<file path="config.mk">
export PLATFORM = sky130hd
export DESIGN_NAME = pkt_framer
export DESIGN_NICKNAME = d
export VERILOG_FILES = /design/src/design/ids_pkg.sv /design/src/design/pkt_framer.sv
export SDC_FILE = /design/constraint.sdc
export NUM_CORES = 1
export LEC_CHECK = 0
export BUFFER_PORTS_ARGS = -buffer_cell sky130_fd_sc_hd__buf_4
export CELL_PAD_IN_SITES_DETAIL_PLACEMENT = 0
export CELL_PAD_IN_SITES_GLOBAL_PLACEMENT = 2
export CORE_ASPECT_RATIO = 0.9
export CORE_MARGIN = 8
export CORE_UTILIZATION = 21
export DETAILED_ROUTE_END_ITERATION = 16
export GPL_ROUTABILITY_DRIVEN = 0
export PLACE_DENSITY = 0.76
export SETUP_SLACK_MARGIN = 0.2
export SLEW_MARGIN = 40
export SYNTH_ARGS = -nofsm -noshare
export SYNTH_HDL_FRONTEND = slang
export SYNTH_SLANG_ARGS = --single-unit
</file>
<file path="constraint.sdc">
create_clock -name clk -period 1.6 [get_ports clk]
set_input_delay 0.16 -clock clk [delete_from_list [all_inputs] [get_ports clk]]
set_output_delay 0.16 -clock clk [all_outputs]
set_load 0.01 [all_outputs]
</file>
<file path="src/design/ids_pkg.sv">
`default_nettype none

////////////////////////////////////////////////////////////////////////////
// shared widths and types of the packet buffer
////////////////////////////////////////////////////////////////////////////

package ids_pkg;

   // one bus word of packet data
   localparam int DATA_W = 64;

   // one control bit per data byte
   localparam int CTRL_W = DATA_W / 8;

   // default log2 of the buffer depth, 256 entries
   localparam int BUF_ADDR_W_DEF = 8;

   // one stored word
   // ctrl sits in the upper bits, same order as {ctrl, data} on the bus
   typedef struct packed {
      logic [CTRL_W-1:0] ctrl;
      logic [DATA_W-1:0] data;
   } pkt_word_t;

   // framing FSM states
   // idle     waiting for a word with nonzero ctrl
   // header   opening word(s) seen, waiting for the first zero ctrl
   // payload  body words, next nonzero ctrl closes the packet
   // drain    input closed, buffered packet goes downstream
   typedef enum logic [1:0] {
      ST_IDLE    = 2'd0,
      ST_HEADER  = 2'd1,
      ST_PAYLOAD = 2'd2,
      ST_DRAIN   = 2'd3
   } frame_state_t;

endpackage

`default_nettype wire

</file>
<file path="src/design/pkt_framer.sv">
`timescale 1ns/1ns
`default_nettype none

////////////////////////////////////////////////////////////////////////////
// framing FSM, finds packet boundaries on the input port
////////////////////////////////////////////////////////////////////////////

module pkt_framer #(
   parameter int BUF_ADDR_W = ids_pkg::BUF_ADDR_W_DEF
) (
   input  wire                         clk,
   input  wire                         reset,
   input  wire [ids_pkg::CTRL_W-1:0]   in_ctrl_i,
   input  wire                         in_wr_i,
   input  wire                         drain_done_i,
   input  wire [BUF_ADDR_W:0]          depth_i,
   output logic                        wr_accept_o,
   output logic                        pkt_start_o,
   output logic                        pkt_end_o,
   output logic                        draining_o,
   output logic                        in_rdy_o
);

   import ids_pkg::*;

   // input closes two entries short of full
   // this leaves room for the words already in flight
   localparam logic [BUF_ADDR_W:0] DEPTH_LIMIT =
      (BUF_ADDR_W + 1)'((1 << BUF_ADDR_W) - 2);

   frame_state_t state_q;
   frame_state_t state_d;

   // in_rdy_o as the source saw it at the last edge
   logic rdy_q;
   // word on the port that the handshake allows
   logic word_ok;
   // nonzero ctrl marks a boundary word
   logic ctrl_set;
   // decisions for the current port word
   logic accept_d;
   logic start_d;
   logic end_d;

   assign word_ok  = in_wr_i & rdy_q;
   assign ctrl_set = (in_ctrl_i != '0);

   ////////////////////////////////////////////////////////////////////////////
   // next state
   ////////////////////////////////////////////////////////////////////////////

   always_comb begin
      state_d  = state_q;
      accept_d = 1'b0;
      start_d  = 1'b0;
      end_d    = 1'b0;
      case (state_q)
         ST_IDLE: begin
            // zero ctrl here is a stray word, dropped
            if (word_ok && ctrl_set) begin
               state_d  = ST_HEADER;
               accept_d = 1'b1;
               start_d  = 1'b1;
            end
         end
         ST_HEADER: begin
            // further nonzero words stay part of the header
            if (word_ok) begin
               accept_d = 1'b1;
               if (!ctrl_set) begin
                  state_d = ST_PAYLOAD;
               end
            end
         end
         ST_PAYLOAD: begin
            if (word_ok) begin
               accept_d = 1'b1;
               // closing word, stored and then the buffer drains
               if (ctrl_set) begin
                  end_d   = 1'b1;
                  state_d = ST_DRAIN;
               end
            end
         end
         ST_DRAIN: begin
            // port is closed, wait for the last read
            if (drain_done_i) begin
               state_d = ST_IDLE;
            end
         end
         default: begin
            state_d = ST_IDLE;
         end
      endcase
   end

   ////////////////////////////////////////////////////////////////////////////
   // input ready
   ////////////////////////////////////////////////////////////////////////////

   // low on the closing word itself so the source stops at the next edge
   // stays low through the drain
   assign draining_o = (state_q == ST_DRAIN);
   assign in_rdy_o   = ~draining_o & ~end_d & (depth_i < DEPTH_LIMIT);

   ////////////////////////////////////////////////////////////////////////////
   // state and registered strobes
   ////////////////////////////////////////////////////////////////////////////

   // strobes are one cycle late, in step with the registered word in the top
   always_ff @(posedge clk) begin
      if (reset) begin
         state_q     <= ST_IDLE;
         rdy_q       <= 1'b1;
         wr_accept_o <= 1'b0;
         pkt_start_o <= 1'b0;
         pkt_end_o   <= 1'b0;
      end else begin
         state_q     <= state_d;
         rdy_q       <= in_rdy_o;
         wr_accept_o <= accept_d;
         pkt_start_o <= start_d;
         pkt_end_o   <= end_d;
      end
   end

endmodule

`default_nettype wire

</file>
==> results.toml <==
[status]
status = "complete, no violations"

[grt]
grt-ovfl-total = 0
grt_start_max_net_pins = 9
grt_usage = 0.0644
grt_pass1_wl_um = 1850
grt_pass1_vias = 408
antenna_found_initial = 0

[synth]
synth_seq_cells = 6
syn_area_um2 = 404
synth_top_cell_by_area = "dfxtp_1"
synth_cells = 38
synth_top_area_share = 0.297
ys_warn_count = 0
synth_nets = 65
ys_types = 21
seq_area_frac_synth = 0.297
synthTopCellsByArea = "dfxtp_1 (30%), ha_1 (19%), a2111oi_4 (6.8%), nor4_2 (6.2%), and3b_2 (5.0%)"
synth.avg_cell_area_um2 = 10.6

[cts]
ctsRootBufferMaster = "clkbuf_4"
clock_latency_ps = 240
numCtsBuffers = 3
cts_tree = "yes"
clockBufferDepth = 2
htreeDepth = 1
path_clk_slew_ps = 40
hold_buffers = 0
cts_sinks = 6

[sta]
setup_viol = 0
hold_viol_final = 0
clock.fmax_ghz = 0.679
maxSlewHeadroom = 0.802
tightest_slew_ps = 295
fin_crit_sh = 0.920
rsz0062_at_grt = "true"
fin_hold_ws_ps = 134
period_minus_slack_ps = 1470
fin_skew_ps = 0.509
slew_violations = 0
setup_tns_ps = 0

[route]
totalWireLength_um = 1070
vias = 382
drt-initial-drc-count = 2
viasPerCell = 4.15
firstDrtPassIters = 3
ant_nets = 0
wire_per_inst_um = 11.6
drcViolationCount = 0

[die]
fp.dieW_um = 62.2
rows = 15
die_h_um = 57.6
io_pins = 26
initial_utilization = 0.218
core_region_area_um2 = 1860
die_area_um2 = 3590

[cells_and_area]
area_growth_pct = 69.3
seqCellArea_um2 = 128
layout_common_cells = "buf_4 (26), ha_1 (4), dfxtp_1 (4)"
fin_nets = 96
drive_gt1_frac = 0.612
final_common_cell = "buf_4"
post-route-cell-area_um2 = 684
multiInputGateArea_um2 = 300
fillers = 194
antenna_cells = 0

[power]
p_total_uw = 780
p_per_area_nw_per_um2 = 1140
p_leak_nw = 0.310
ir_worst_vdd_mv = 0.715

[run]
cap_violations = 0

[worst_hold_path]
min_path_type = "in -> reg"

[worst_setup_path]
cp.arrival_ps = 1310
crit_path_start_kind = "flip-flop"
worstSetupEndpointType = "output port"
crit_slowest_cell = "dfxtp_4"
cp_cell_sequence = "inv_2 -> ha_4 -> a2111oi_4 -> buf_4"
cpPeakStageDelay_ps = 360
critPathRequiredTime_ps = 1440
critical_path_class = "reg -> out"
cp_max_fo = 4

[placed_design]
dp_hpwl_um = 904
placed_area_um2 = 623
port-buffer-count = 24
## power by group
part           internal [mW]  leakage (nW)  switching, mW
Combinational          0.220         0.246          0.184
Sequential             0.203        0.0507         0.0376
Clock                 0.0846        0.0138         0.0514
Total                  0.507         0.310          0.273
## repair_timing
| item | CTS | global route |
|---|---|---|
| pin swaps | 0 | 0 |
| buffers inserted | 1 | 0 |
| setup endpoints to repair | 1 | 3 |
| gates resized for setup | 6 | 3 |
| gates cloned | 0 | 0 |
## area by class of cell
type                    count  area share
flip-flops and latches      6       0.186
clock buffers               3      0.0329
inverters                   2      0.0110
repair buffers             26       0.285
multi-input cells          30       0.439
well taps                  25      0.0457
## per-stage QoR
stage / utilization / worst slack (ps) / instances
3_3_place_gp: 0.335 / 113 / 88
5_1_grt: 0.368 / 24.9 / 92
4_1_cts: 0.362 / 113 / 92
3_5_place_dp: 0.335 / 127 / 88
6_report: 0.368 / 127 / 92
2_1_floorplan: - / 329 / 38
## routing by layer
metal | routed length, um | track usage
met1 | 443 | 0.0631
met2 | 529 | 0.111
met3 | 93 | 0.0462
met4 | 0 | 0.00997
met5 | 0 | 0
## critical path, delay by kind of cell (launching register included)
family	cells	cell delay, ps
AO/OA/AOI/OAI	1	300
flip-flops	1	360
buffers and inverters	2	240
adder cells (fa/ha/maj)	1	180
## state kept, by name (all words and copies together), names as in the netlist
register,cells
state_q,2
pkt_end_o,1
pkt_start_o,1
rdy_q,1
wr_accept_o,1
## kinds of logic (layout without fill, tap and decap cells)
logic type,count (synthesis),after routing,share of synthesized area
AOI/OAI and AO/OA,7,7,0.192
DFF,6,6,0.297
muxes,2,2,0.0495
adders and majority gates,6,6,0.186
buffers and inverters,2,31,0.0186
and+or+nand+nor,15,15,0.257
## cell usage after synthesis
cell       instances
nand2_1            1
nand2b_1           3
dfxtp_1            6
nor2b_1            1
a32oi_1            1
nor4_2             2
or2_1              1
ha_1               6
nor2_1             2
a21bo_2            1
a2111oi_4          1
nand3_1            1
o21bai_1           1
a21oi_2            1
a21oi_1            1
and3b_2            2
o211a_1            1
mux2i_1            2
nor3_1             1
nand4_1            1
inv_1              2
## worst paths after layout
path	start	end	slack, ps	depth (start not counted)
hold reg to reg	state_q[1]	state_q[1]	520	2
setup / recovery	state_q[0]	in_rdy_o	130	4
hold / removal	reset	wr_accept_o	130	2
setup reg to reg	state_q[1]	state_q[1]	300	5
No activity file was read; power rests on OpenSTA's default activity.
