File: config.mk
export PLATFORM = sky130hd
export DESIGN_NAME = buf_pointers
export DESIGN_NICKNAME = d
export VERILOG_FILES = /design/src/design/ids_pkg.sv /design/src/design/buf_pointers.sv
export SDC_FILE = /design/constraint.sdc
export NUM_CORES = 1
export LEC_CHECK = 0
export BUFFER_PORTS_ARGS = -buffer_cell sky130_fd_sc_hd__buf_4
export CAP_MARGIN = 20
export CORE_ASPECT_RATIO = 1.2
export CORE_UTILIZATION = 30
export CTS_CLUSTER_SIZE = 30
export DETAILED_ROUTE_END_ITERATION = 10
export PLACE_DENSITY = 0.56
export SYNTH_ARGS = -nofsm -noshare
export SYNTH_HDL_FRONTEND = slang
export SYNTH_SLANG_ARGS = --single-unit
File: constraint.sdc
create_clock -name clk -period 6.85 [get_ports clk]
set_clock_uncertainty 0.15 [all_clocks]
set_input_delay 0.3425 -clock clk [delete_from_list [all_inputs] [get_ports clk]]
set_output_delay 0.3425 -clock clk [all_outputs]
set_load 0.01 [all_outputs]
File: src/design/ids_pkg.sv
`default_nettype none

////////////////////////////////////////////////////////////////////////////
// shared widths and types of the packet buffer
////////////////////////////////////////////////////////////////////////////

package ids_pkg;

   // one bus word of packet data
   localparam int DATA_W = 64;

   // one control bit per data byte
   localparam int CTRL_W = DATA_W / 8;

   // default log2 of the buffer depth, 256 entries
   localparam int BUF_ADDR_W_DEF = 8;

   // one stored word
   // ctrl sits in the upper bits, same order as {ctrl, data} on the bus
   typedef struct packed {
      logic [CTRL_W-1:0] ctrl;
      logic [DATA_W-1:0] data;
   } pkt_word_t;

   // framing FSM states
   // idle     waiting for a word with nonzero ctrl
   // header   opening word(s) seen, waiting for the first zero ctrl
   // payload  body words, next nonzero ctrl closes the packet
   // drain    input closed, buffered packet goes downstream
   typedef enum logic [1:0] {
      ST_IDLE    = 2'd0,
      ST_HEADER  = 2'd1,
      ST_PAYLOAD = 2'd2,
      ST_DRAIN   = 2'd3
   } frame_state_t;

endpackage

`default_nettype wire

File: src/design/buf_pointers.sv
`timescale 1ns/1ns
`default_nettype none

////////////////////////////////////////////////////////////////////////////
// write, head and read pointers of the packet buffer
////////////////////////////////////////////////////////////////////////////

module buf_pointers #(
   parameter int BUF_ADDR_W = ids_pkg::BUF_ADDR_W_DEF
) (
   input  wire                    clk,
   input  wire                    reset,
   input  wire                    wr_accept_i,
   input  wire                    pkt_start_i,
   input  wire                    pkt_end_i,
   input  wire                    draining_i,
   input  wire                    out_rdy_i,
   output logic [BUF_ADDR_W-1:0]  wr_addr_o,
   output logic [BUF_ADDR_W-1:0]  rd_addr_o,
   output logic                   wr_en_o,
   output logic                   out_wr_o,
   output logic                   drain_done_o,
   output logic [BUF_ADDR_W:0]    depth_o
);

   // next free slot
   logic [BUF_ADDR_W-1:0] wr_ptr_q;
   // next slot to send downstream
   logic [BUF_ADDR_W-1:0] rd_ptr_q;
   // one past the closing word of the buffered packet
   logic [BUF_ADDR_W-1:0] head_ptr_q;
   // head points past a complete packet
   logic                  head_vld_q;
   // words held, one extra bit so a full buffer is distinct from empty
   logic [BUF_ADDR_W:0]   depth_q;
   // read issued this cycle
   logic                  rd_issue;
   // word on the RAM output is valid
   logic                  out_wr_q;

   ////////////////////////////////////////////////////////////////////////////
   // read issue and drain end
   ////////////////////////////////////////////////////////////////////////////

   // head only counts once the closing word has set it
   // the cycle after pkt_end still sees the old head
   assign rd_issue     = draining_i & head_vld_q & out_rdy_i & (rd_ptr_q != head_ptr_q);

   // all words of the packet issued
   assign drain_done_o = draining_i & head_vld_q & (rd_ptr_q == head_ptr_q);

   assign wr_en_o   = wr_accept_i;
   assign wr_addr_o = wr_ptr_q;
   assign rd_addr_o = rd_ptr_q;
   assign depth_o   = depth_q;
   assign out_wr_o  = out_wr_q;

   ////////////////////////////////////////////////////////////////////////////
   // pointer registers
   ////////////////////////////////////////////////////////////////////////////

   always_ff @(posedge clk) begin
      if (reset) begin
         wr_ptr_q   <= '0;
         rd_ptr_q   <= '0;
         head_ptr_q <= '0;
         head_vld_q <= 1'b0;
      end else begin
         if (wr_accept_i) begin
            wr_ptr_q <= wr_ptr_q + 1'b1;
         end
         if (rd_issue) begin
            rd_ptr_q <= rd_ptr_q + 1'b1;
         end
         // closing word goes to wr_ptr_q this cycle, head lands just past it
         if (pkt_end_i) begin
            head_ptr_q <= wr_ptr_q + 1'b1;
            head_vld_q <= 1'b1;
         end else if (pkt_start_i) begin
            head_vld_q <= 1'b0;
         end
      end
   end

   // occupancy, write and read can meet on the closing word cycle
   always_ff @(posedge clk) begin
      if (reset) begin
         depth_q <= '0;
      end else begin
         case ({wr_accept_i, rd_issue})
            2'b10:   depth_q <= depth_q + 1'b1;
            2'b01:   depth_q <= depth_q - 1'b1;
            default: depth_q <= depth_q;
         endcase
      end
   end

   // RAM read latency is one cycle
   // out_wr follows the issue so valid lines up with the data
   always_ff @(posedge clk) begin
      if (reset) begin
         out_wr_q <= 1'b0;
      end else begin
         out_wr_q <= rd_issue;
      end
   end

endmodule

`default_nettype wire

==> results of run 1 <==
==> cells by family (layout without fill, tap and decap cells) <==
group	Yosys count	in the layout	share of synthesized area [%]
xor gates and xnor gates	33	33	14.6
DFF	35	35	35.5
muxes	7	7	3.55
and+or+nand+nor	85	85	22.2
buffers and inverters	23	48	5.32
AOI/OAI and AO/OA	45	45	15.6
adders and majority gates	5	5	3.17
==> per-layer routing <==
layer	vias up	wire length, um	global-route usage (%)
met5	-	0	0
met4	0	24	4.33
met3	2	177	3.84
met2	31	2150	24.6
met1	782	1990	15.2
li1	866	-	-
==> flip-flops by register name, indices dropped and copies added (netlist names) <==
name and flops:
rd_addr_o 8, depth_o 9, head_ptr_q 8, out_wr_o 1, head_vld_q 1, wr_addr_o 8
==> critical path, delay by kind of cell (launching register included) <==
family                     cells  cell delay [ns]
and+or+nand+nor                3             0.56
xor gates and xnor gates       2             0.36
AOI/OAI and AO/OA              5             1.26
adders and majority gates      2             1.00
DFF                            1             0.46
==> area by class of cell <==
type / count / share of cell area (%)
sequential: 35 / 29.9
timing repair buffer: 34 / 10.9
clock inverter: 2 / 0.535
clock buffer: 6 / 3.10
inverter: 6 / 0.963
multi-input combinational: 175 / 50.0
tap: 85 / 4.55
==> synth_stat cells, types with 2 or more instances <==
master / count
sky130_fd_sc_hd__a211oi_1: 7
sky130_fd_sc_hd__a21oi_1: 11
sky130_fd_sc_hd__a41oi_1: 2
sky130_fd_sc_hd__and2_1: 3
sky130_fd_sc_hd__and3_1: 4
sky130_fd_sc_hd__buf_2: 6
sky130_fd_sc_hd__clkbuf_1: 9
sky130_fd_sc_hd__dfxtp_1: 35
sky130_fd_sc_hd__ha_1: 5
sky130_fd_sc_hd__inv_1: 6
sky130_fd_sc_hd__mux2i_1: 7
sky130_fd_sc_hd__nand2_1: 11
sky130_fd_sc_hd__nand3_1: 7
sky130_fd_sc_hd__nand4_1: 6
sky130_fd_sc_hd__nand4b_1: 3
sky130_fd_sc_hd__nor2_1: 30
sky130_fd_sc_hd__nor2b_1: 2
sky130_fd_sc_hd__nor3_1: 4
sky130_fd_sc_hd__nor4_1: 4
sky130_fd_sc_hd__o211ai_1: 2
sky130_fd_sc_hd__o21a_1: 4
sky130_fd_sc_hd__o21ai_0: 7
sky130_fd_sc_hd__o22ai_1: 2
sky130_fd_sc_hd__or3_1: 5
sky130_fd_sc_hd__xnor2_1: 8
sky130_fd_sc_hd__xor2_1: 25
==> per-stage QoR <==
stage / cells / total power, mW / cell area, um^2 / setup slack (ns) / util, %
finish: 343 / 0.422 / 2340 / 2.93 / 36.5
floorplan: 233 / 0.262 / 1980 / 3.26 / -
global placement: 335 / 0.279 / 2250 / 3.03 / 35.2
CTS: 343 / 0.429 / 2340 / 2.93 / 36.5
global route: 343 / 0.450 / 2340 / 2.48 / 36.5
detailed placement: 335 / 0.279 / 2250 / 2.95 / 35.2
==> cells in the final DEF, fill, tap and decap left out, types with 2 or more instances in the layout <==
| cell | n |
|---|---|
| sky130_fd_sc_hd__xnor2_1 | 8 |
| sky130_fd_sc_hd__o211ai_1 | 2 |
| sky130_fd_sc_hd__nor4_1 | 4 |
| sky130_fd_sc_hd__nand4_1 | 6 |
| sky130_fd_sc_hd__nor2_1 | 30 |
| sky130_fd_sc_hd__a41oi_1 | 2 |
| sky130_fd_sc_hd__o21ai_0 | 7 |
| sky130_fd_sc_hd__ha_1 | 5 |
| sky130_fd_sc_hd__nor3_1 | 4 |
| sky130_fd_sc_hd__clkbuf_8 | 5 |
| sky130_fd_sc_hd__buf_4 | 34 |
| sky130_fd_sc_hd__o21a_1 | 4 |
| sky130_fd_sc_hd__xor2_1 | 25 |
| sky130_fd_sc_hd__nand3_1 | 7 |
| sky130_fd_sc_hd__mux2i_1 | 7 |
| sky130_fd_sc_hd__dfxtp_1 | 35 |
| sky130_fd_sc_hd__nand4b_1 | 3 |
| sky130_fd_sc_hd__o22ai_1 | 2 |
| sky130_fd_sc_hd__inv_1 | 6 |
| sky130_fd_sc_hd__nand2_1 | 11 |
| sky130_fd_sc_hd__and2_1 | 3 |
| sky130_fd_sc_hd__and3_1 | 4 |
| sky130_fd_sc_hd__a21oi_1 | 11 |
| sky130_fd_sc_hd__a211oi_1 | 7 |
| sky130_fd_sc_hd__nor2b_1 | 2 |
| sky130_fd_sc_hd__or3_1 | 5 |
==> power groups by stage <==
stage / Sequential [mW] / Combinational, mW / Clock [mW]
floorplan: 0.224 / 0.0380 / 0
global placement: 0.226 / 0.0526 / 0
detailed placement: 0.226 / 0.0529 / 0
CTS: 0.222 / 0.0529 / 0.154
global route: 0.223 / 0.0592 / 0.167
finish: 0.221 / 0.0522 / 0.148
==> path summary, 6_finish.rpt <==
path	slack, ns	end	start
max	2.93	depth_o[6]	rd_addr_o[2]
min	0.23	head_vld_q	pkt_start_i
max reg2reg	2.93	depth_o[6]	rd_addr_o[2]
min reg2reg	0.35	head_ptr_q[0]	head_ptr_q[0]
==> summary.log, run 1 <==
INFO  outcome        run_status=finished clean
INFO  synthesis      ys_ff_latch=35
INFO  global_routing number_of_global_route_vias_before_repair=1655
INFO  global_routing globalRouteTotalUtil=13.6%
INFO  synthesis      synth_area_leader_cell=sky130_fd_sc_hd__dfxtp_1
INFO  global_routing grt_antenna_before_repair=0
INFO  drt            initialDrtViolationCount=92
INFO  floorplan      die_w=76.1um
INFO  flow_run       max_cap_violations=0
INFO  cells_and_area drive_gt1_share=17.1%
INFO  floorplan      core_footprint=0.00641mm^2
INFO  power          leakage=0.990nW
INFO  power          p_comb_share=12.4%
INFO  sta            grt_setup_unrepaired=no
INFO  power          power_report.internal_total=306uW
INFO  floorplan      i_o_pins=35
INFO  drt            wire_per_inst=12.7um
INFO  worst_setup_path cp.arrival=3.94ns
INFO  floorplan      start_util=30.8%
INFO  clock_network  numClockSinks=35
INFO  synthesis      synth_largest_type_area_fraction=35.5%
INFO  worst_setup_path path_class=register to register
INFO  worst_setup_path critPathMaxStageDelay=0.80ns
INFO  floorplan      rows=32
INFO  worst_setup_path cp_max_fo=25
INFO  cells_and_area diodes=0
INFO  power          netSwitchingFraction=27.4%
INFO  power          part_of_the_power_in_the_clock_network=35.1%
INFO  cells_and_area final_nets=269
INFO  sta            timing.fmax=255MHz
INFO  sta            hold_slack=0.226ns
INFO  global_routing pin_count_of_the_biggest_net_entering_global_routing=36
INFO  sta            final-max-slew-violation-count=0
INFO  floorplan      fp.dieH=90.9um
INFO  drt            via_per_inst=4.90
INFO  synthesis      ys.flop_type=sky130_fd_sc_hd__dfxtp_1
INFO  cells_and_area footprint_of_the_multi_input_gates=0.00117mm^2
INFO  drt            number_of_detailed_routing_iterations_run_before_antenna_repair=4
INFO  synthesis      netlist_instances=233
INFO  drt            totalWireLength=4.35mm
INFO  clock_network  clkSlewWorstSetupHoldPaths=0.08ns
INFO  sta            worst_pin_slew=0.793ns
INFO  cells_and_area footprint_of_the_flip_flops_and_latches=701um^2
INFO  sta            timing.slew.headroom=47.1%
INFO  cells_and_area final.fill_count=701
INFO  sta            final_period_minus_worst_setup_slack=3.92ns
INFO  synthesis      synthArstFlopShare=0%
INFO  sta            setup-violations-final=0
INFO  worst_setup_path capturing_element_type_of_the_critical_path=register
INFO  clock_network  root_buffer=sky130_fd_sc_hd__clkbuf_8
INFO  clock_network  ctsHtreeMaxLevel=2
INFO  sta            final.setup.tns=0ns
INFO  clock_network  numCtsBuffers=5
INFO  drt            drt.antenna.violating_nets=0
INFO  power          power-per-cell-area=180mW/mm^2
INFO  synthesis      yosysUniqueCellTypes=44
INFO  drt            dr_total_vias=1681
INFO  worst_setup_path r2r.worst_path.cells=12
INFO  synthesis      ys.warnings.count=0
INFO  synthesis      synth_top_cells_by_area=sky130_fd_sc_hd__dfxtp_1 (35%), sky130_fd_sc_hd__xor2_1 (11%), sky130_fd_sc_hd__nor2_1 (5.7%)
INFO  place          port_buffers=34
INFO  clock_network  clkLatencyLatePin=0.28ns
INFO  synthesis      ys_seq_area_share=35.5%
INFO  clock_network  tritoncts=done
INFO  power          netSwitchingPower=116uW
INFO  worst_setup_path cp.required=6.87ns
INFO  worst_setup_path timing.critical_path.cells=xor2_1, nor4_1, a21oi_1, ha_1, xor2_1, ha_1, a21boi_0, o22a_1, nand2_1, o21a_1, o2111ai_1, or3b_1
INFO  worst_hold_path worst_hold_path_type=input port to register
INFO  synthesis      postSynthAreaPerCell=8.48um^2
INFO  clock_network  clockBufferDepth=2
INFO  sta            hold_violations=0
INFO  place          globalplace.congestion=0.814
INFO  worst_setup_path setup.worst_path.start_class=register
INFO  synthesis      synth.cell_area=0.00198mm^2
INFO  clock_network  cts.hold.buffers_added=0
INFO  power          share_seq_of_total_power=52.5%
INFO  power          vdd.ir_drop.worst=0.100mV
INFO  drt            drcViolationCount=0
INFO  global_routing wire_length_of_the_first_global_routing_pass=7.52mm
INFO  clock_network  post_cts_buffers=0
INFO  clock_network  resized_gates_after_cts=0
INFO  worst_hold_path worstHoldPathCells=4
INFO  worst_setup_path critical_path_cell_with_the_highest_stage_delay=sky130_fd_sc_hd__ha_1
INFO  global_routing grt_overflow=0
INFO  synthesis      synth_enable_flop_cells=0
INFO  sta            timing.final.crit_share=57.2%
INFO  cells_and_area area_added_between_synthesis_and_finish=18.4%
INFO  synthesis      postSynthNetCount=245
INFO  floorplan      die_area=0.00692mm^2
INFO  place          place_hpwl=3.03mm
Note: power is estimated with default switching activity, not from simulation.
==> run 2: changes to the inputs <==
clock period = 3.9 ns   (was 6.85 ns; I/O delays follow)
==> run 2 against run 1 <==
Combinational power up 77%; core utilization up 0.27 points; largest cell class unchanged; via count down 0.18%; non-clock buffer count up 2; global-route usage up 0.26 points; die area unchanged; hold slack worse by 0.13 ns; critical path type unchanged; sequential cell count unchanged; total power up 76%; highest routed layer unchanged.
==> summary.log, run 2 (synthesis gave the netlist of run 1 again) <==
INFO  worst_setup_path critical_path.n_buffers_inverters=0 [unchanged]
INFO  global_routing pin_count_of_the_biggest_net_entering_global_routing=36 [unchanged]
INFO  power          power-per-cell-area=316mW/mm^2 [+75%]
INFO  worst_setup_path setup.worst_path.start_class=register
INFO  cells_and_area final.fill_count=695 [-0.86%]
INFO  worst_setup_path crit-reg2reg-launch=rd_addr_o[2]
INFO  floorplan      die_area=0.00692mm^2 [unchanged]
INFO  floorplan      core_footprint=0.00641mm^2 [unchanged]
INFO  drt            drt.antenna.violating_nets=0 [unchanged]
INFO  sta            timing.slew.headroom=61.9% [+15 points]
INFO  global_routing grt_overflow=0 [unchanged]
INFO  worst_setup_path path_class=register to register
INFO  global_routing grt_antenna_before_repair=0 [unchanged]
INFO  place          port_buffers=34 [unchanged]
INFO  worst_setup_path reg2reg_to=depth_o[6]
INFO  sta            setup-violations-final=0 [unchanged]
INFO  cells_and_area footprint_of_the_flip_flops_and_latches=701um^2 [unchanged]
INFO  drt            met1_length=2.03mm [+2.0%]
INFO  clock_network  clkSlewWorstSetupHoldPaths=0.07ns [about the same]
INFO  clock_network  cts.hold.buffers_added=0 [unchanged]
INFO  sta            worst_pin_slew=0.566ns [-0.227 ns]
INFO  drt            totalWireLength=4.46mm [+2.7%]
INFO  worst_setup_path capturing_element_type_of_the_critical_path=register
INFO  floorplan      fp.dieH=90.9um [unchanged]
INFO  worst_setup_path critical_path_cell_with_the_highest_stage_delay=sky130_fd_sc_hd__nor4_1
INFO  drt            met2RoutedLength=2.19mm [+2.0%]
INFO  worst_setup_path cp.arrival=3.34ns [-0.60 ns]
INFO  flow_run       max_cap_violations=0 [unchanged]
INFO  worst_hold_path hp-start=pkt_end_i
INFO  global_routing number_of_global_route_vias_before_repair=1637 [-1.1%]
INFO  cells_and_area footprint_of_the_multi_input_gates=0.00117mm^2 [unchanged]
INFO  worst_hold_path worst_hold_path_type=input port to register
INFO  worst_setup_path timing.critical_path.cells=xor2_1, nor4_1, a21oi_1, ha_1, xor2_1, ha_1, a21boi_0, o22a_1, nand2_1, o21a_1, o2111ai_1, or3b_1
INFO  sta            hold_violations=0 [unchanged]
INFO  clock_network  root_buffer=sky130_fd_sc_hd__clkbuf_8
INFO  sta            timing.final.crit_share=85.3% [+28 points]
INFO  floorplan      i_o_pins=35 [unchanged]
INFO  worst_hold_path holdPathEnd=head_ptr_q[4]
INFO  floorplan      start_util=30.8% [unchanged]
INFO  place          place_inst=337 [+0.60%]
INFO  cells_and_area largest_reg_flops=9 [unchanged]
INFO  drt            met3_wirelength=195um [+10%]
INFO  sta            final_period_minus_worst_setup_slack=3.33ns [-0.593 ns]
INFO  drt            number_of_detailed_routing_iterations_run_before_antenna_repair=4 [unchanged]
INFO  sta            final-max-slew-violation-count=0 [unchanged]
INFO  worst_hold_path worstHoldPathCells=2 [-2]
INFO  cells_and_area layout_common_cells=sky130_fd_sc_hd__buf_4 (36), sky130_fd_sc_hd__dfxtp_1 (35), sky130_fd_sc_hd__nor2_1 (30), sky130_fd_sc_hd__xor2_1 (25)
INFO  clock_network  numCtsBuffers=5 [unchanged]
INFO  floorplan      die_w=76.1um [unchanged]
INFO  clock_network  clkLatencyLatePin=0.28ns [about the same]
INFO  place          globalplace.congestion=0.728 [-11%]
INFO  sta            timing.fmax=300MHz [+18%]
INFO  outcome        run_status=finished clean
INFO  drt            dr_total_vias=1678 [-0.18%]
INFO  cells_and_area area_added_between_synthesis_and_finish=19.3%
INFO  cells_and_area final_nets=271 [+0.74%]
INFO  worst_setup_path cp_top_family=simple AND/OR/NAND/NOR gates
INFO  power          leakage=1.01nW [+1.7%]
INFO  worst_setup_path critPathMaxStageDelay=0.53ns [-0.27 ns]
INFO  drt            wire_per_inst=13.0um [+2.4%]
INFO  clock_network  numClockSinks=35 [unchanged]
INFO  worst_setup_path r2r.worst_path.cells=12 [unchanged]
INFO  clock_network  resized_gates_after_cts=0 [unchanged]
INFO  worst_setup_path cp_max_fo=6 [-76%]
INFO  global_routing wire_length_of_the_first_global_routing_pass=7.83mm [+4.1%]
INFO  cells_and_area drive_gt1_share=17.8% [+0.71 points]
INFO  floorplan      rows=32 [unchanged]
INFO  cells_and_area diodes=0 [unchanged]
INFO  cells_and_area final_instance_count_without_filler_cells=344 [+0.29%]
INFO  clock_network  tritoncts=done
INFO  clock_network  ctsHtreeMaxLevel=2 [unchanged]
INFO  global_routing globalRouteTotalUtil=13.9% [+0.26 points]
INFO  place          place_hpwl=3.20mm [+5.8%]
INFO  cells_and_area layout.cells.most_common=sky130_fd_sc_hd__buf_4
INFO  sta            final.setup.tns=0ns [unchanged]
INFO  drt            maxUsedRoutingLayer=met4
INFO  worst_setup_path cp.required=3.91ns [-2.96 ns]
INFO  sta            grt_setup_unrepaired=no
INFO  drt            initialDrtViolationCount=77 [-16%]
INFO  drt            drcViolationCount=0 [unchanged]
INFO  clock_network  post_cts_buffers=0 [unchanged]
INFO  worst_setup_path timing.reg2reg.setup_slack=0.57ns [-2.36 ns]
INFO  clock_network  clockBufferDepth=2 [unchanged]
INFO  worst_setup_path cp-startpoint=rd_addr_o[2]
INFO  power          vdd.ir_drop.worst=0.178mV [+77%]
INFO  drt            via_per_inst=4.88 [-0.47%]
==> run 2: changes by cell type in the layout (fill, tap and decap cells not counted), sizes merged <==
cell | previous run | this run
buf | 34 | 36
clkinvlp | 1 | 0
==> run 2: where the power goes <==
group	total, mW	switching, mW	internal, mW
registers	0.390	0.0189	0.371
clock network	0.262	0.124	0.139
logic	0.0922	0.0492	0.0431
==> run 2: worst max path at each step <==
stage | slack, ns | end | cells after the start
floorplan | 0.31 | depth_o[6] | 14
global placement | 0.73 | depth_o[6] | 12
detailed placement | 0.63 | depth_o[6] | 12
CTS | 0.61 | depth_o[6] | 12
global route | 0.27 | depth_o[6] | 12
finish | 0.57 | depth_o[6] | 12
==> run 2: cell type report <==
class	count	share of cell area, %
clock buffers	6	3.50
clock inverters	1	0.212
inverters	6	0.955
multi-input cells	175	49.6
flip-flops and latches	35	29.7
well taps	85	4.51
repair buffers	36	11.5
==> run 2: through the flow <==
step           instance area [um^2]  setup slack, ns  utilization [%]  hold WS [ns]  power [mW]
5_1_grt                        2360            0.270             36.8        0.0830       0.788
3_5_place_dp                   2270            0.634             35.4         0.348       0.492
6_report                       2360            0.572             36.8        0.0944       0.744
4_1_cts                        2360            0.612             36.8        0.0761       0.759
3_3_place_gp                   2270            0.728             35.4         0.346       0.491
2_1_floorplan                  1980            0.315                -         0.228       0.460
==> run 2: worst reg2reg max path: cells and delay by family, from the launching register on <==
family	cells	cell delay, ns
AOI/OAI and AO/OA	5	0.94
xor gates and xnor gates	2	0.24
adders and majority gates	2	0.45
DFF	1	0.45
and+or+nand+nor	3	0.99
==> run 2: per-layer routing <==
layer  track usage, %  vias to the layer above
li1                 -                      866
met2             24.3                       35
met3             2.93                        4
met5                0                        -
met1             16.6                      773
met4             4.81                        0
==> run 3: changes to the inputs <==
SLEW_MARGIN = 20   (was default)
clock period = 3.51 ns   (was 3.9 ns; I/O delays follow)
==> run 3 against run 2 <==
Non-clock buffer count increased by 2; final cell count increased by 0.58%; via count up 2.0%; routed wire length increased by 0.52%; sequential power increased by 11%; clock power rose by 13%; critical path depth did not move; hold slack got worse by 0.041 ns; critical path type unchanged.
==> summary.log, run 3 (synthesis gave the netlist of run 1 again) <==
INFO  outcome        run_status=finished clean
INFO  clock_network  tritoncts=done
INFO  global_routing pin_count_of_the_biggest_net_entering_global_routing=36 [unchanged]
INFO  power          p_comb_share=13.2% [+0.8 points]
INFO  worst_setup_path critical_path_cell_with_the_highest_stage_delay=sky130_fd_sc_hd__dfxtp_1
INFO  power          total_power=839uW [+13%]
INFO  global_routing globalRouteTotalUtil=13.6% [-0.28 points]
INFO  worst_setup_path crit-reg2reg-launch=rd_addr_o[2]
INFO  power          power-per-cell-area=351mW/mm^2 [+11%]
INFO  cells_and_area diodes=0 [unchanged]
INFO  drt            totalWireLength=4.49mm [+0.52%]
INFO  worst_setup_path cp.required=3.53ns [-0.38 ns]
INFO  global_routing number_of_global_route_vias_before_repair=1566 [-4.3%]
INFO  clock_network  clockBufferDepth=2 [unchanged]
INFO  sta            worst_pin_slew=0.425ns [-0.141 ns]
INFO  clock_network  clkSlewWorstSetupHoldPaths=0.07ns [about the same]
INFO  worst_setup_path critPathMaxStageDelay=0.46ns [-0.07 ns]
INFO  drt            met2RoutedLength=2.22mm [+1.0%]
INFO  sta            final-max-slew-violation-count=0 [unchanged]
INFO  sta            final_period_minus_worst_setup_slack=3.19ns [-0.139 ns]
INFO  floorplan      i_o_pins=35 [unchanged]
INFO  cells_and_area final_nets=273 [+0.74%]
INFO  sta            hold_violations=0 [unchanged]
INFO  sta            timing.fmax=314MHz [+4.4%]
INFO  cells_and_area layout.cells.most_common=sky130_fd_sc_hd__buf_4
INFO  drt            maxUsedRoutingLayer=met4
INFO  floorplan      start_util=30.8% [unchanged]
INFO  drt            met3_wirelength=190um [-2.6%]
INFO  flow_run       max_cap_violations=0 [unchanged]
INFO  drt            number_of_detailed_routing_iterations_run_before_antenna_repair=4 [unchanged]
INFO  cells_and_area area_added_between_synthesis_and_finish=20.9%
INFO  worst_setup_path capturing_element_type_of_the_critical_path=register
INFO  worst_setup_path cp-startpoint=rd_addr_o[2]
INFO  place          place_hpwl=3.16mm [-1.5%]
INFO  worst_setup_path timing.critical_path.cells=xor2_1, nor4_2, a21oi_2, ha_1, xor2_1, ha_1, a21boi_0, o22a_1, nand2_1, o21a_1, o2111ai_1, or3b_1
INFO  sta            timing.final.crit_share=90.9% [+5.5 points]
INFO  floorplan      rows=32 [unchanged]
INFO  sta            fin_ws=0.321ns [-0.251 ns]
INFO  global_routing grt_overflow=0 [unchanged]
INFO  drt            wire_per_inst=13.0um [about the same]
INFO  drt            dr_total_vias=1711 [+2.0%]
INFO  floorplan      die_area=0.00692mm^2 [unchanged]
INFO  clock_network  numCtsBuffers=5 [unchanged]
INFO  place          port_buffers=34 [unchanged]
INFO  global_routing wire_length_of_the_first_global_routing_pass=7.52mm [-4.0%]
INFO  power          netSwitchingPower=222uW [+16%]
INFO  floorplan      core_footprint=0.00641mm^2 [unchanged]
INFO  power          share_seq_of_total_power=51.5% [-0.9 points]
INFO  drt            met1_length=2.03mm [about the same]
INFO  power          power_report.internal_total=617uW [+12%]
INFO  sta            grt_setup_unrepaired=no
INFO  clock_network  resized_gates_after_cts=0 [unchanged]
INFO  sta            final.setup.tns=0ns [unchanged]
INFO  sta            setup-violations-final=0 [unchanged]
INFO  power          netSwitchingFraction=26.4% [+0.66 points]
INFO  clock_network  cts.hold.buffers_added=0 [unchanged]
INFO  drt            via_per_inst=4.95 [+1.4%]
INFO  cells_and_area drive_gt1_share=19.5% [+1.8 points]
INFO  clock_network  clkLatencyLatePin=0.28ns [about the same]
INFO  drt            drcViolationCount=0 [unchanged]
INFO  power          part_of_the_power_in_the_clock_network=35.3% [about the same]
INFO  worst_hold_path hp-start=pkt_start_i
INFO  floorplan      fp.dieH=90.9um [unchanged]
INFO  clock_network  numClockSinks=35 [unchanged]
INFO  power          leakage=1.02nW [+1.2%]
INFO  cells_and_area layout_common_cells=sky130_fd_sc_hd__buf_4 (38), sky130_fd_sc_hd__dfxtp_1 (35), sky130_fd_sc_hd__nor2_1 (30), sky130_fd_sc_hd__xor2_1 (25), sky130_fd_sc_hd__nand2_1 (11)
INFO  cells_and_area final_core_utilization=37.3% [+0.49 points]
INFO  clock_network  root_buffer=sky130_fd_sc_hd__clkbuf_8
INFO  clock_network  post_cts_buffers=0 [unchanged]
INFO  worst_setup_path setup.worst_path.start_class=register
INFO  floorplan      die_w=76.1um [unchanged]
INFO  worst_hold_path worst_hold_path_type=input port to register
INFO  worst_setup_path path_class=register to register
INFO  worst_setup_path cp.arrival=3.20ns [-0.14 ns]
INFO  place          globalplace.congestion=0.777 [+6.7%]
INFO  clock_network  ctsHtreeMaxLevel=2 [unchanged]
INFO  sta            timing.slew.headroom=71.5% [+9.5 points]
INFO  global_routing grt_antenna_before_repair=0 [unchanged]
INFO  power          vdd.ir_drop.worst=0.196mV [+9.8%]
INFO  drt            initialDrtViolationCount=92 [+19%]
INFO  worst_setup_path cp_max_fo=6 [unchanged]
INFO  drt            drt.antenna.violating_nets=0 [unchanged]
INFO  place          preCtsSetupSlack=0.362ns [-0.271 ns]
INFO  cells_and_area largest_reg_flops=9 [unchanged]
[run 3: changes by cell type in the layout (fill, tap and decap cells not counted), sizes merged]
cell,delta
buf,+2
[run 3: through the flow]
stage / instance area [um^2] / instances / hold WS [ns]
detailed placement: 2300 / 339 / 0.340
finish: 2390 / 346 / 0.0532
floorplan: 1990 / 233 / 0.208
global route: 2390 / 346 / 0.0791
CTS: 2390 / 346 / 0.0467
global placement: 2300 / 339 / 0.336
[run 3: final cells by class]
| cell class | count | area, um^2 |
|---|---|---|
| fill | 689 | 4020 |
| multi-input combinational | 175 | 1190 |
| sequential | 35 | 701 |
| timing repair buffer | 38 | 285 |
| tap | 85 | 106 |
| clock buffer | 6 | 82.6 |
| inverter | 6 | 22.5 |
| clock inverter | 1 | 5.00 |
[run 3: critical path, delay by kind of cell, from the launching register on]
kind	cells	cell delay, ns
simple gates	3	0.91
compound gates	5	0.88
flops	1	0.46
fa+ha+maj	2	0.42
xor+xnor	2	0.26
[run 3: power groups by stage]
stage	registers [mW]	logic, mW	clock network [mW]
floorplan	0.437	0.0773	0
global placement	0.442	0.111	0
detailed placement	0.442	0.111	0
CTS	0.432	0.112	0.309
global route	0.435	0.124	0.324
finish	0.432	0.110	0.296
[run 3: path summary, 6_finish.rpt]
| kind | end | slack [ns] | cells after the start |
|---|---|---|---|
| max | depth_o[6] | 0.32 | 12 |
| min | head_vld_q | 0.05 | 4 |
| min reg2reg | head_ptr_q[0] | 0.34 | 2 |
| max reg2reg | depth_o[6] | 0.32 | 12 |
[run 3: per-layer routing]
metal,up-vias,track usage (%)
met5,-,0
met4,0,5.45
met3,4,3.03
met2,38,23.1
met1,794,16.5
li1,875,-
